$ cat src/design/ex_pkg.sv
package ex_pkg;

  // ALU class from the main decoder
  typedef enum logic [1:0] {
    class_add        = 2'b00, // Loads, stores, AUIPC, JAL, LUI
    class_branch_sub = 2'b01,
    class_r_type     = 2'b10,
    class_i_type     = 2'b11
  } alu_class_e;

  // Func field value that selects pass_b in the add class
  // Never a real load or store funct3, so it is free for LUI
  localparam logic [3:0] func_lui = 4'b1111;

  typedef enum logic [3:0] {
    op_add    = 4'd0,
    op_sub    = 4'd1,
    op_sll    = 4'd2,
    op_slt    = 4'd3,
    op_sltu   = 4'd4,
    op_xor    = 4'd5,
    op_srl    = 4'd6,
    op_sra    = 4'd7,
    op_or     = 4'd8,
    op_and    = 4'd9,
    op_pass_b = 4'd10  // LUI
  } alu_op_e;

  // Operand A source, 11 behaves as rs1
  typedef enum logic [1:0] {
    src_a_rs1  = 2'b00,
    src_a_pc   = 2'b01,
    src_a_zero = 2'b10
  } src_a_e;

  // Operand B source, 11 behaves as rs2
  typedef enum logic [1:0] {
    src_b_rs2  = 2'b00,
    src_b_imm  = 2'b01,
    src_b_four = 2'b10
  } src_b_e;

  // funct3 of SYSTEM, bit 2 marks the immediate forms
  typedef enum logic [2:0] {
    csrrw  = 3'd1,
    csrrs  = 3'd2,
    csrrc  = 3'd3,
    csrrwi = 3'd5,
    csrrsi = 3'd6,
    csrrci = 3'd7
  } csr_func_e;

  localparam logic [11:0] csr_mscratch = 12'h340;
  localparam logic [11:0] csr_mtvec    = 12'h305;
  localparam logic [11:0] csr_mepc     = 12'h341;

  // Low two bits of mtvec forced to zero
  // Signed so that it extends with ones to any data width
  localparam logic signed [31:0] mtvec_mask = -32'sd4;

endpackage
$ cat src/design/ex_stage.sv
module ex_stage
  import ex_pkg::*;
#(
  parameter int dwidth = 32
) (
  input  logic              clk,
  input  logic              rst_n,
  input  logic [dwidth-1:0] data_rs1,
  input  logic [dwidth-1:0] data_rs2,
  input  logic [dwidth-1:0] data_pc,
  input  logic [dwidth-1:0] data_imm,
  input  logic [dwidth-1:0] forward_data_in,
  input  alu_class_e        alu_class,
  input  logic [3:0]        alu_func,
  input  src_a_e            alu_src_a,
  input  src_b_e            alu_src_b,
  input  logic              forward_a_sel,
  input  logic              forward_b_sel,
  input  logic              csr_we,
  input  logic              csr_rd,
  input  logic [11:0]       csr_addr,
  input  csr_func_e         csr_func,
  output logic [dwidth-1:0] alu_out,
  output logic [dwidth-1:0] csr_data_out
);

  localparam logic [dwidth-1:0] const_four = dwidth'(4);

  logic [dwidth-1:0] sel_a;
  logic [dwidth-1:0] sel_b;
  logic [dwidth-1:0] alu_a;
  logic [dwidth-1:0] alu_b;
  logic [dwidth-1:0] rs1_val;
  logic [dwidth-1:0] csr_wdata;
  alu_op_e           alu_op;

  always_comb begin
    case (alu_src_a)
      src_a_rs1:  sel_a = data_rs1;
      src_a_pc:   sel_a = data_pc;  // AUIPC, JAL
      src_a_zero: sel_a = '0;
      default:    sel_a = data_rs1;
    endcase
  end

  always_comb begin
    case (alu_src_b)
      src_b_rs2:  sel_b = data_rs2;
      src_b_imm:  sel_b = data_imm;
      src_b_four: sel_b = const_four; // Link address
      default:    sel_b = data_rs2;
    endcase
  end

  // Forwarding beats the source selects
  assign alu_a = forward_a_sel ? forward_data_in : sel_a;
  assign alu_b = forward_b_sel ? forward_data_in : sel_b;

  // rs1 as the CSR source sees the same forwarding as operand A
  assign rs1_val = forward_a_sel ? forward_data_in : data_rs1;

  // Immediate forms carry the 5-bit zimm
  assign csr_wdata = csr_func[2] ? {{(dwidth-5){1'b0}}, data_imm[4:0]} : rs1_val;

  alu_ctrl u_alu_ctrl (
    .alu_class (alu_class),
    .func      (alu_func),
    .alu_op    (alu_op)
  );

  alu #(
    .dwidth (dwidth)
  ) u_alu (
    .a      (alu_a),
    .b      (alu_b),
    .alu_op (alu_op),
    .result (alu_out)
  );

  csr_file #(
    .dwidth (dwidth)
  ) u_csr_file (
    .clk   (clk),
    .rst_n (rst_n),
    .we    (csr_we),
    .rd    (csr_rd),
    .addr  (csr_addr),
    .func  (csr_func),
    .wdata (csr_wdata),
    .rdata (csr_data_out)
  );

endmodule

$ cat src/design/csr_file.sv
module csr_file
  import ex_pkg::*;
#(
  parameter int dwidth = 32
) (
  input  logic              clk,
  input  logic              rst_n,
  input  logic              we,
  input  logic              rd,
  input  logic [11:0]       addr,
  input  csr_func_e         func,
  input  logic [dwidth-1:0] wdata,
  output logic [dwidth-1:0] rdata
);

  // Write masks at the data width
  localparam logic [dwidth-1:0] mtvec_wmask = dwidth'(mtvec_mask);
  localparam logic [dwidth-1:0] mepc_wmask  = {{(dwidth-1){1'b1}}, 1'b0};

  logic [dwidth-1:0] mscratch_q;
  logic [dwidth-1:0] mtvec_q;
  logic [dwidth-1:0] mepc_q;

  logic [dwidth-1:0] cur_val;
  logic [dwidth-1:0] new_val;

  // Current value of the addressed register, zero if unknown
  always_comb begin
    case (addr)
      csr_mscratch: cur_val = mscratch_q;
      csr_mtvec:    cur_val = mtvec_q;
      csr_mepc:     cur_val = mepc_q;
      default:      cur_val = '0;
    endcase
  end

  // Read-modify-write value
  always_comb begin
    case (func)
      csrrw, csrrwi: new_val = wdata;
      csrrs, csrrsi: new_val = cur_val | wdata;
      csrrc, csrrci: new_val = cur_val & ~wdata;
      default:       new_val = cur_val;
    endcase
  end

  // Old value goes out while the new one lands at the edge
  assign rdata = rd ? cur_val : '0;

  always_ff @(posedge clk or negedge rst_n) begin
    if (!rst_n) begin
      mscratch_q <= '0;
      mtvec_q    <= '0;
      mepc_q     <= '0;
    end else if (we) begin
      case (addr)
        csr_mscratch: mscratch_q <= new_val;
        csr_mtvec:    mtvec_q    <= new_val & mtvec_wmask;
        csr_mepc:     mepc_q     <= new_val & mepc_wmask; // Halfword aligned
        default: begin
          // Unknown address, nothing written
          mscratch_q <= mscratch_q;
        end
      endcase
    end
  end

endmodule

$ cat src/design/alu.sv
module alu
  import ex_pkg::*;
#(
  parameter int dwidth = 32
) (
  input  logic [dwidth-1:0] a,
  input  logic [dwidth-1:0] b,
  input  alu_op_e           alu_op,
  output logic [dwidth-1:0] result
);

  logic [4:0] shamt;
  logic       lt_signed;
  logic       lt_unsigned;

  assign shamt       = b[4:0];
  assign lt_signed   = $signed(a) < $signed(b);
  assign lt_unsigned = a < b;

  always_comb begin
    case (alu_op)
      op_add: result = a + b;
      op_sub: result = a - b;
      op_sll: result = a << shamt;
      op_slt: begin
        result = {{(dwidth-1){1'b0}}, lt_signed};
      end
      op_sltu: begin
        result = {{(dwidth-1){1'b0}}, lt_unsigned};
      end
      op_xor: result = a ^ b;
      op_srl: result = a >> shamt;
      op_sra: result = $unsigned($signed(a) >>> shamt); // Sign fill
      op_or:  result = a | b;
      op_and: result = a & b;
      op_pass_b: result = b;
      default: result = '0;
    endcase
  end

endmodule

$ cat src/design/alu_ctrl.sv
module alu_ctrl
  import ex_pkg::*;
(
  input  alu_class_e alu_class,
  input  logic [3:0] func,      // {funct7[5], funct3}
  output alu_op_e    alu_op
);

  localparam logic [2:0] f3_add_sub = 3'b000;
  localparam logic [2:0] f3_sll     = 3'b001;
  localparam logic [2:0] f3_slt     = 3'b010;
  localparam logic [2:0] f3_sltu    = 3'b011;
  localparam logic [2:0] f3_xor     = 3'b100;
  localparam logic [2:0] f3_srl_sra = 3'b101;
  localparam logic [2:0] f3_or      = 3'b110;
  localparam logic [2:0] f3_and     = 3'b111;

  logic       f7_bit;
  logic [2:0] funct3;
  alu_op_e    shift_r_op;
  alu_op_e    base_op;

  assign f7_bit = func[3];
  assign funct3 = func[2:0];

  // Right shifts read the funct7 bit in both R and I forms
  assign shift_r_op = f7_bit ? op_sra : op_srl;

  // Decode of funct3 common to R and I types
  always_comb begin
    case (funct3)
      f3_add_sub: base_op = op_add;
      f3_sll:     base_op = op_sll;
      f3_slt:     base_op = op_slt;
      f3_sltu:    base_op = op_sltu;
      f3_xor:     base_op = op_xor;
      f3_srl_sra: base_op = shift_r_op;
      f3_or:      base_op = op_or;
      f3_and:     base_op = op_and;
      default:    base_op = op_add;
    endcase
  end

  always_comb begin
    case (alu_class)
      class_add: begin
        alu_op = (func == func_lui) ? op_pass_b : op_add;
      end
      class_branch_sub: alu_op = op_sub;
      class_r_type: begin
        if (funct3 == f3_add_sub && f7_bit) alu_op = op_sub;
        else alu_op = base_op;
      end
      class_i_type: alu_op = base_op; // ADDI with imm[10] set stays add
      default: alu_op = op_add;
    endcase
  end

endmodule

$ cat config.mk
export PLATFORM = sky130hd
export DESIGN_NAME = ex_stage
export DESIGN_NICKNAME = d
export VERILOG_FILES = /design/src/design/ex_pkg.sv /design/src/design/ex_stage.sv /design/src/design/csr_file.sv /design/src/design/alu.sv /design/src/design/alu_ctrl.sv
export SDC_FILE = /design/constraint.sdc
export NUM_CORES = 1
export LEC_CHECK = 0
export BUFFER_PORTS_ARGS = -buffer_cell sky130_fd_sc_hd__buf_2
export CAP_MARGIN = 20
export CORE_AREA = 2 2 217 219
export CTS_BUF_LIST = sky130_fd_sc_hd__clkbuf_2 sky130_fd_sc_hd__clkbuf_4 sky130_fd_sc_hd__clkbuf_8
export DETAILED_ROUTE_END_ITERATION = 12
export DIE_AREA = 0 0 219 221
export SLEW_MARGIN = 20
export SYNTH_ARGS = -nofsm -noshare
export SYNTH_HDL_FRONTEND = slang
export SYNTH_SLANG_ARGS = --single-unit
$ cat constraint.sdc
create_clock -name clk -period 4.2 [get_ports clk]
set_clock_uncertainty 0.1 [all_clocks]
set_input_delay 0.21 -clock clk [delete_from_list [all_inputs] [get_ports clk]]
set_output_delay 0.21 -clock clk [all_outputs]
set_load 0.02 [all_outputs]
After elaboration in Yosys (flattened, before gate mapping) --
Cells that the tools add are included.
Storage, ports and cells: bits in registers 93, output and inout port bits 64, logic and storage cells 75, input bits 191
Operators by class: order comparisons 2, add/subtract/negate cells 2, reductions and logical operators 10, bitwise operators 6, mux-type cells 15, equality and inequality tests 34, shift-type cells 3
Operator list (number):
- $pmux 32 s11 | 1
- $pmux 32 s3 | 2
- $mux 32 | 5
- $pmux 32 s2 | 2
- $and 32x32->32 | 2
- $lt 32x32->1 | 2
- $or 32x32->32 | 2
- $eq 12x10->1 const B | 3
- $add 32x32->32 | 1
- $not 32->32 | 1
- $pmux 4 s8 | 1
- $shl 32x5->32 | 1
- $shr 32x5->32 | 1
- $sshr 32x5->32 | 1
- $sub 32x32->32 | 1
- $xor 32x32->32 | 1
- $eq 3x3->1 const B | 7
- $eq 4x3->1 const B | 4
- $eq 4x4->1 const B | 4
- $pmux 4 s4 | 1
- $eq 3x2->1 const B | 4
- $eq 2x2->1 const B | 4
- $eq 4x2->1 const B | 2
- $mux 4 | 2
- other kinds (10) | 17

Depth between registers and ports, before layout --
word-level depth 6, gate-level depth with buffers 21, gate-level depth less buffers 18

By module --
From an unflattened synthesis, not the netlist that was laid out.
Unflattened totals: cells, all modules 2339, area total of the unflattened synthesis 17078.9 µm²
By module, submodules not included:
- alu | area an instance 8874.8 µm², cells each 1277, times used 1
- csr_file | area an instance 5806.8 µm², cells each 670, times used 1
- ex_stage | area an instance 2283.4 µm², cells each 373, times used 1
- alu_ctrl | area an instance 113.9 µm², cells each 19, times used 1

Worst setup path before layout --
Ideal clock, no wire load.
kind input-to-output, start input alu_src_b[0], end output alu_out[25], cell stages on the path 19, arrival 4.564 ns, setup slack -0.674 ns, path buffers 5, cell sequence inv_1 > ha_1 > buf_6 > clkbuf_1 > nand2_1 > a31o_2 > clkbuf_1 > clkbuf_1 > clkbuf_1 > ha_1 > or3_1 > o2bb2ai_1 > o2111ai_1 > a2111oi_2 > o21ai_1 > a21boi_0 > o21ai_0 > xnor2_1 > o21ai_0
Between the ends: word-level cells in the longest chain between the ends 5
Ends and longest elaborated chain:
- start, declared | line ex_stage.sv:16 | input src_b_e alu_src_b,
- $eq 2x2->1 or $eq 2x1->1 (tied branches) | line ex_stage.sv:47 | case (alu_src_b)
- $pmux 32 s2 * | line ex_stage.sv:47
- $mux 32 * | line ex_stage.sv:57 | assign alu_b = forward_b_sel ? forward_data_in : sel_b;
- $sub 32x32->32 (tied with other cells) | line alu.sv:23 | op_sub: result = a - b;
- $pmux 32 s11 * | line alu.sv:21 | case (alu_op)
- end, declared | line ex_stage.sv:23 | output logic [dwidth-1:0] alu_out,
Mark *: on every way between the ends. The rest lies on a longest branch, timed or not.

Worst setup path after layout --
start input alu_src_b[1], end output alu_out[27]
The elaborated chain is that of the path after synthesis.

==> impl_metrics.toml <==
[clocking]
root_buffer = "clkbuf_8"
cts_sinks = 93
clkSlewWorstSetupHoldPaths_ps = 80
clock_latency_ps = 390
cts_tree = "yes"
clockBufferDepth = 2
cts_max_level = 3
cts_made_buffers = 9

[floorplan]
rows = 79
die_h_um = 221
coreArea_sq_um = 46100
io_pins = 255
die_w_um = 219
dieArea_sq_um = 48400
start_util_pct = 34.7

[synthesis]
synth_cells = 2330
yosysMostFrequentCell = "nor2_1"
synthTopCellsByArea = "dfrtp_1 15%, mux2i_1 12%, a21oi_1 9.5%, ha_1 8.3%, nor2_1 7.6%"
synth-async-reset-ratio_pct = 100
synth_top_area_cell = "dfrtp_1"
synth_cell_types = 79
synth_common_cells = "326 x nor2_1, 305 x a21oi_1, 187 x nand2_1"
ys.flop_type = "dfrtp_1"
ys_warn_count = 0
ys_seq_area_share_pct = 14.5
syn_area_sq_um = 16000
yosys.area.top_type_share_pct = 14.5
synth_nets = 2629
synth_seq_cells = 93
synth.avg_cell_area_sq_um = 6.87
synth_edf_count = 0

[placement]
dp_slack_ps = -725
port-buffer-count = 254
dpl-instance-area_sq_um = 21300
dp_hpwl_um = 73500
gp_congestion = 1.06

[routing]
drt_wl_total_um = 92600
remaining_drc_errors = 0
drtIter0Drc = 2335
antenna_left = 0
post_drt_wl_per_cell_um = 26.0
first_pass_iters = 8
via_count = 21600
viasPerCell = 6.05

[global_routing]
grt_pass1_vias = 20500
antenna_found_initial = 6
gr-total-overflow = 0
grt_pass1_wl_um = 133000
grt_max_degree = 68
grt_usage_pct = 36.6

[final_layout]
drive_above_1_share_pct = 35.4
synthToLayoutAreaGrowth_pct = 43.7
fin_nets = 3246
final_area_sq_um = 23000
finalCoreUtilization_pct = 49.9

[sta]
fin_ws_ps = -163
finalCritPeriodShare_pct = 104
fin_setup_tns_ps = -1030
slew_headroom_pct = 37.4
worst_slew_pin_slew_ps = 929
fmax_mhz = 229
rsz0062_at_grt = "true"
slew_viol_final = 0
finalCriticalPeriod_ps = 4360
setup_viol = 10
hold_viol_final = 0

[power_and_ir_drop]
pwr-share-clk_pct = 9.2
pwr-share-seq_pct = 14.8
p_leak_nw = 10.7
p_sw_share_pct = 48.7
internal_power_mw = 3.13
ir_drop_uv = 155
power.total_mw = 6.10
power.switching_mw = 2.97
power_frac_comb_pct = 75.9
power_density_nw_per_um2 = 265

[critical_path]
crit_path_max_fanout = 5
critPathCaptureType = "output port"
crit_arrival_ps = 4050
start_kind = "input pin"
rrSetupSlack_ps = 2410
criticalPathCategory = "in2out"
critPathRequiredTime_ps = 3890

[worst_hold_path]
hp-class = "in2reg"

[run_status]
status = "finished, violations left"
violations = "setup timing"

[run]
maxCapViolations = 0
metrics by stage:
step / std cells / hold slack (ps)
6_report: 3562 / 92.2
5_1_grt: 3560 / 109
4_1_cts: 3537 / 83.8
3_5_place_dp: 3506 / 245
3_3_place_gp: 3505 / 230
2_1_floorplan: 2330 / -186
cell families after synthesis:
family	count (synthesis)	synth area share (%)
AOI/OAI and AO/OA	834	32.5
and+or+nand+nor	770	22.3
buffers and inverters	303	7.82
muxes	202	13.2
adders and majority gates	108	8.54
DFF	93	14.5
xor gates and xnor gates	20	1.09
layer usage:
metal | share of wire, % | routed length [um] | GRT usage [%] | vias to the layer above
li1 | - | - | - | 9709
met1 | 42 | 38900 | 49.9 | 10500
met2 | 44 | 40700 | 57.4 | 1169
met3 | 9.3 | 8620 | 5.58 | 186
met4 | 4.7 | 4370 | 14.8 | 4
met5 | 0.025 | 23 | 0 | -
final cells by class:
type	count	area, sq um
antenna	3	7.51
clock buffer	11	139
clock inverter	5	35.0
fill	4690	23100
inverter	105	397
multi-input combinational	1934	13500
sequential	93	2330
tap	607	759
timing repair buffer	804	5780
worst max-delay path, cell delays in order:
cell       delay (ps)
buf_8             100
ha_4              280
buf_12            150
buf_4             130
nand3b_1          170
a31o_4            270
ha_4              210
or3_4             370
o2bb2ai_4         190
o2111ai_2         160
buf_6             170
a2111oi_4         490
buf_4             200
o2111ai_2         140
a31oi_2           190
a21oi_1           100
xnor2_1           190
o2111ai_2         140
buf_6             180
registers in the layout (all words and copies together), names as in the netlist:
| signal | cells |
|---|---|
| u_csr_file.mepc_q | 31 |
| u_csr_file.mtvec_q | 30 |
| u_csr_file.mscratch_q | 32 |
power groups by stage:
| stage | clock network (mW) | logic [mW] | registers [mW] |
|---|---|---|---|
| 2_1_floorplan | 0 | 2.02 | 0.922 |
| 3_3_place_gp | 0 | 4.04 | 0.923 |
| 3_5_place_dp | 0 | 4.03 | 0.923 |
| 4_1_cts | 0.579 | 4.27 | 0.905 |
| 5_1_grt | 0.608 | 4.85 | 0.906 |
| 6_report | 0.563 | 4.63 | 0.905 |
final timing paths:
| kind | startpoint | end | cells after the start |
|---|---|---|---|
| min in group asynchronous | rst_n | u_csr_file.mscratch_q[13]$_DFFE_PN0P_ | 2 |
| setup reg to reg | u_csr_file.mepc_q[25]$_DFFE_PN0P_ | u_csr_file.mepc_q[25]$_DFFE_PN0P_ | 6 |
| setup / recovery | alu_src_b[1] | alu_out[27] | 19 |
| max in group asynchronous | rst_n | u_csr_file.mepc_q[27]$_DFFE_PN0P_ | 3 |
| hold / removal | csr_we | u_csr_file.mscratch_q[1]$_DFFE_PN0P_ | 3 |
| hold reg to reg | u_csr_file.mscratch_q[1]$_DFFE_PN0P_ | u_csr_file.mscratch_q[1]$_DFFE_PN0P_ | 2 |
cells in the final DEF (no fill, tap or decap), types with 29 or more instances in the layout:
master	n
o21ai_0	122
mux2i_1	179
o22ai_1	45
nor2b_1	78
nand3b_1	38
a31oi_1	50
inv_1	90
buf_4	529
buf_2	233
o211ai_1	38
a21oi_1	280
nand2_1	184
a221oi_1	29
dfrtp_1	93
nor2_1	318
ha_1	78
repair_timing:
action / 4_1_cts / 5_1_grt
hold endpoints to repair: 59 / 0
hold buffers: 1 / 0
pin swaps: 48 / 62
endpoints found under the setup margin: 32 / 29
setup buffers: 15 / 22
gates resized for setup: 150 / 138
cloned: 2 / 1
(Power assumes the default switching activity.)
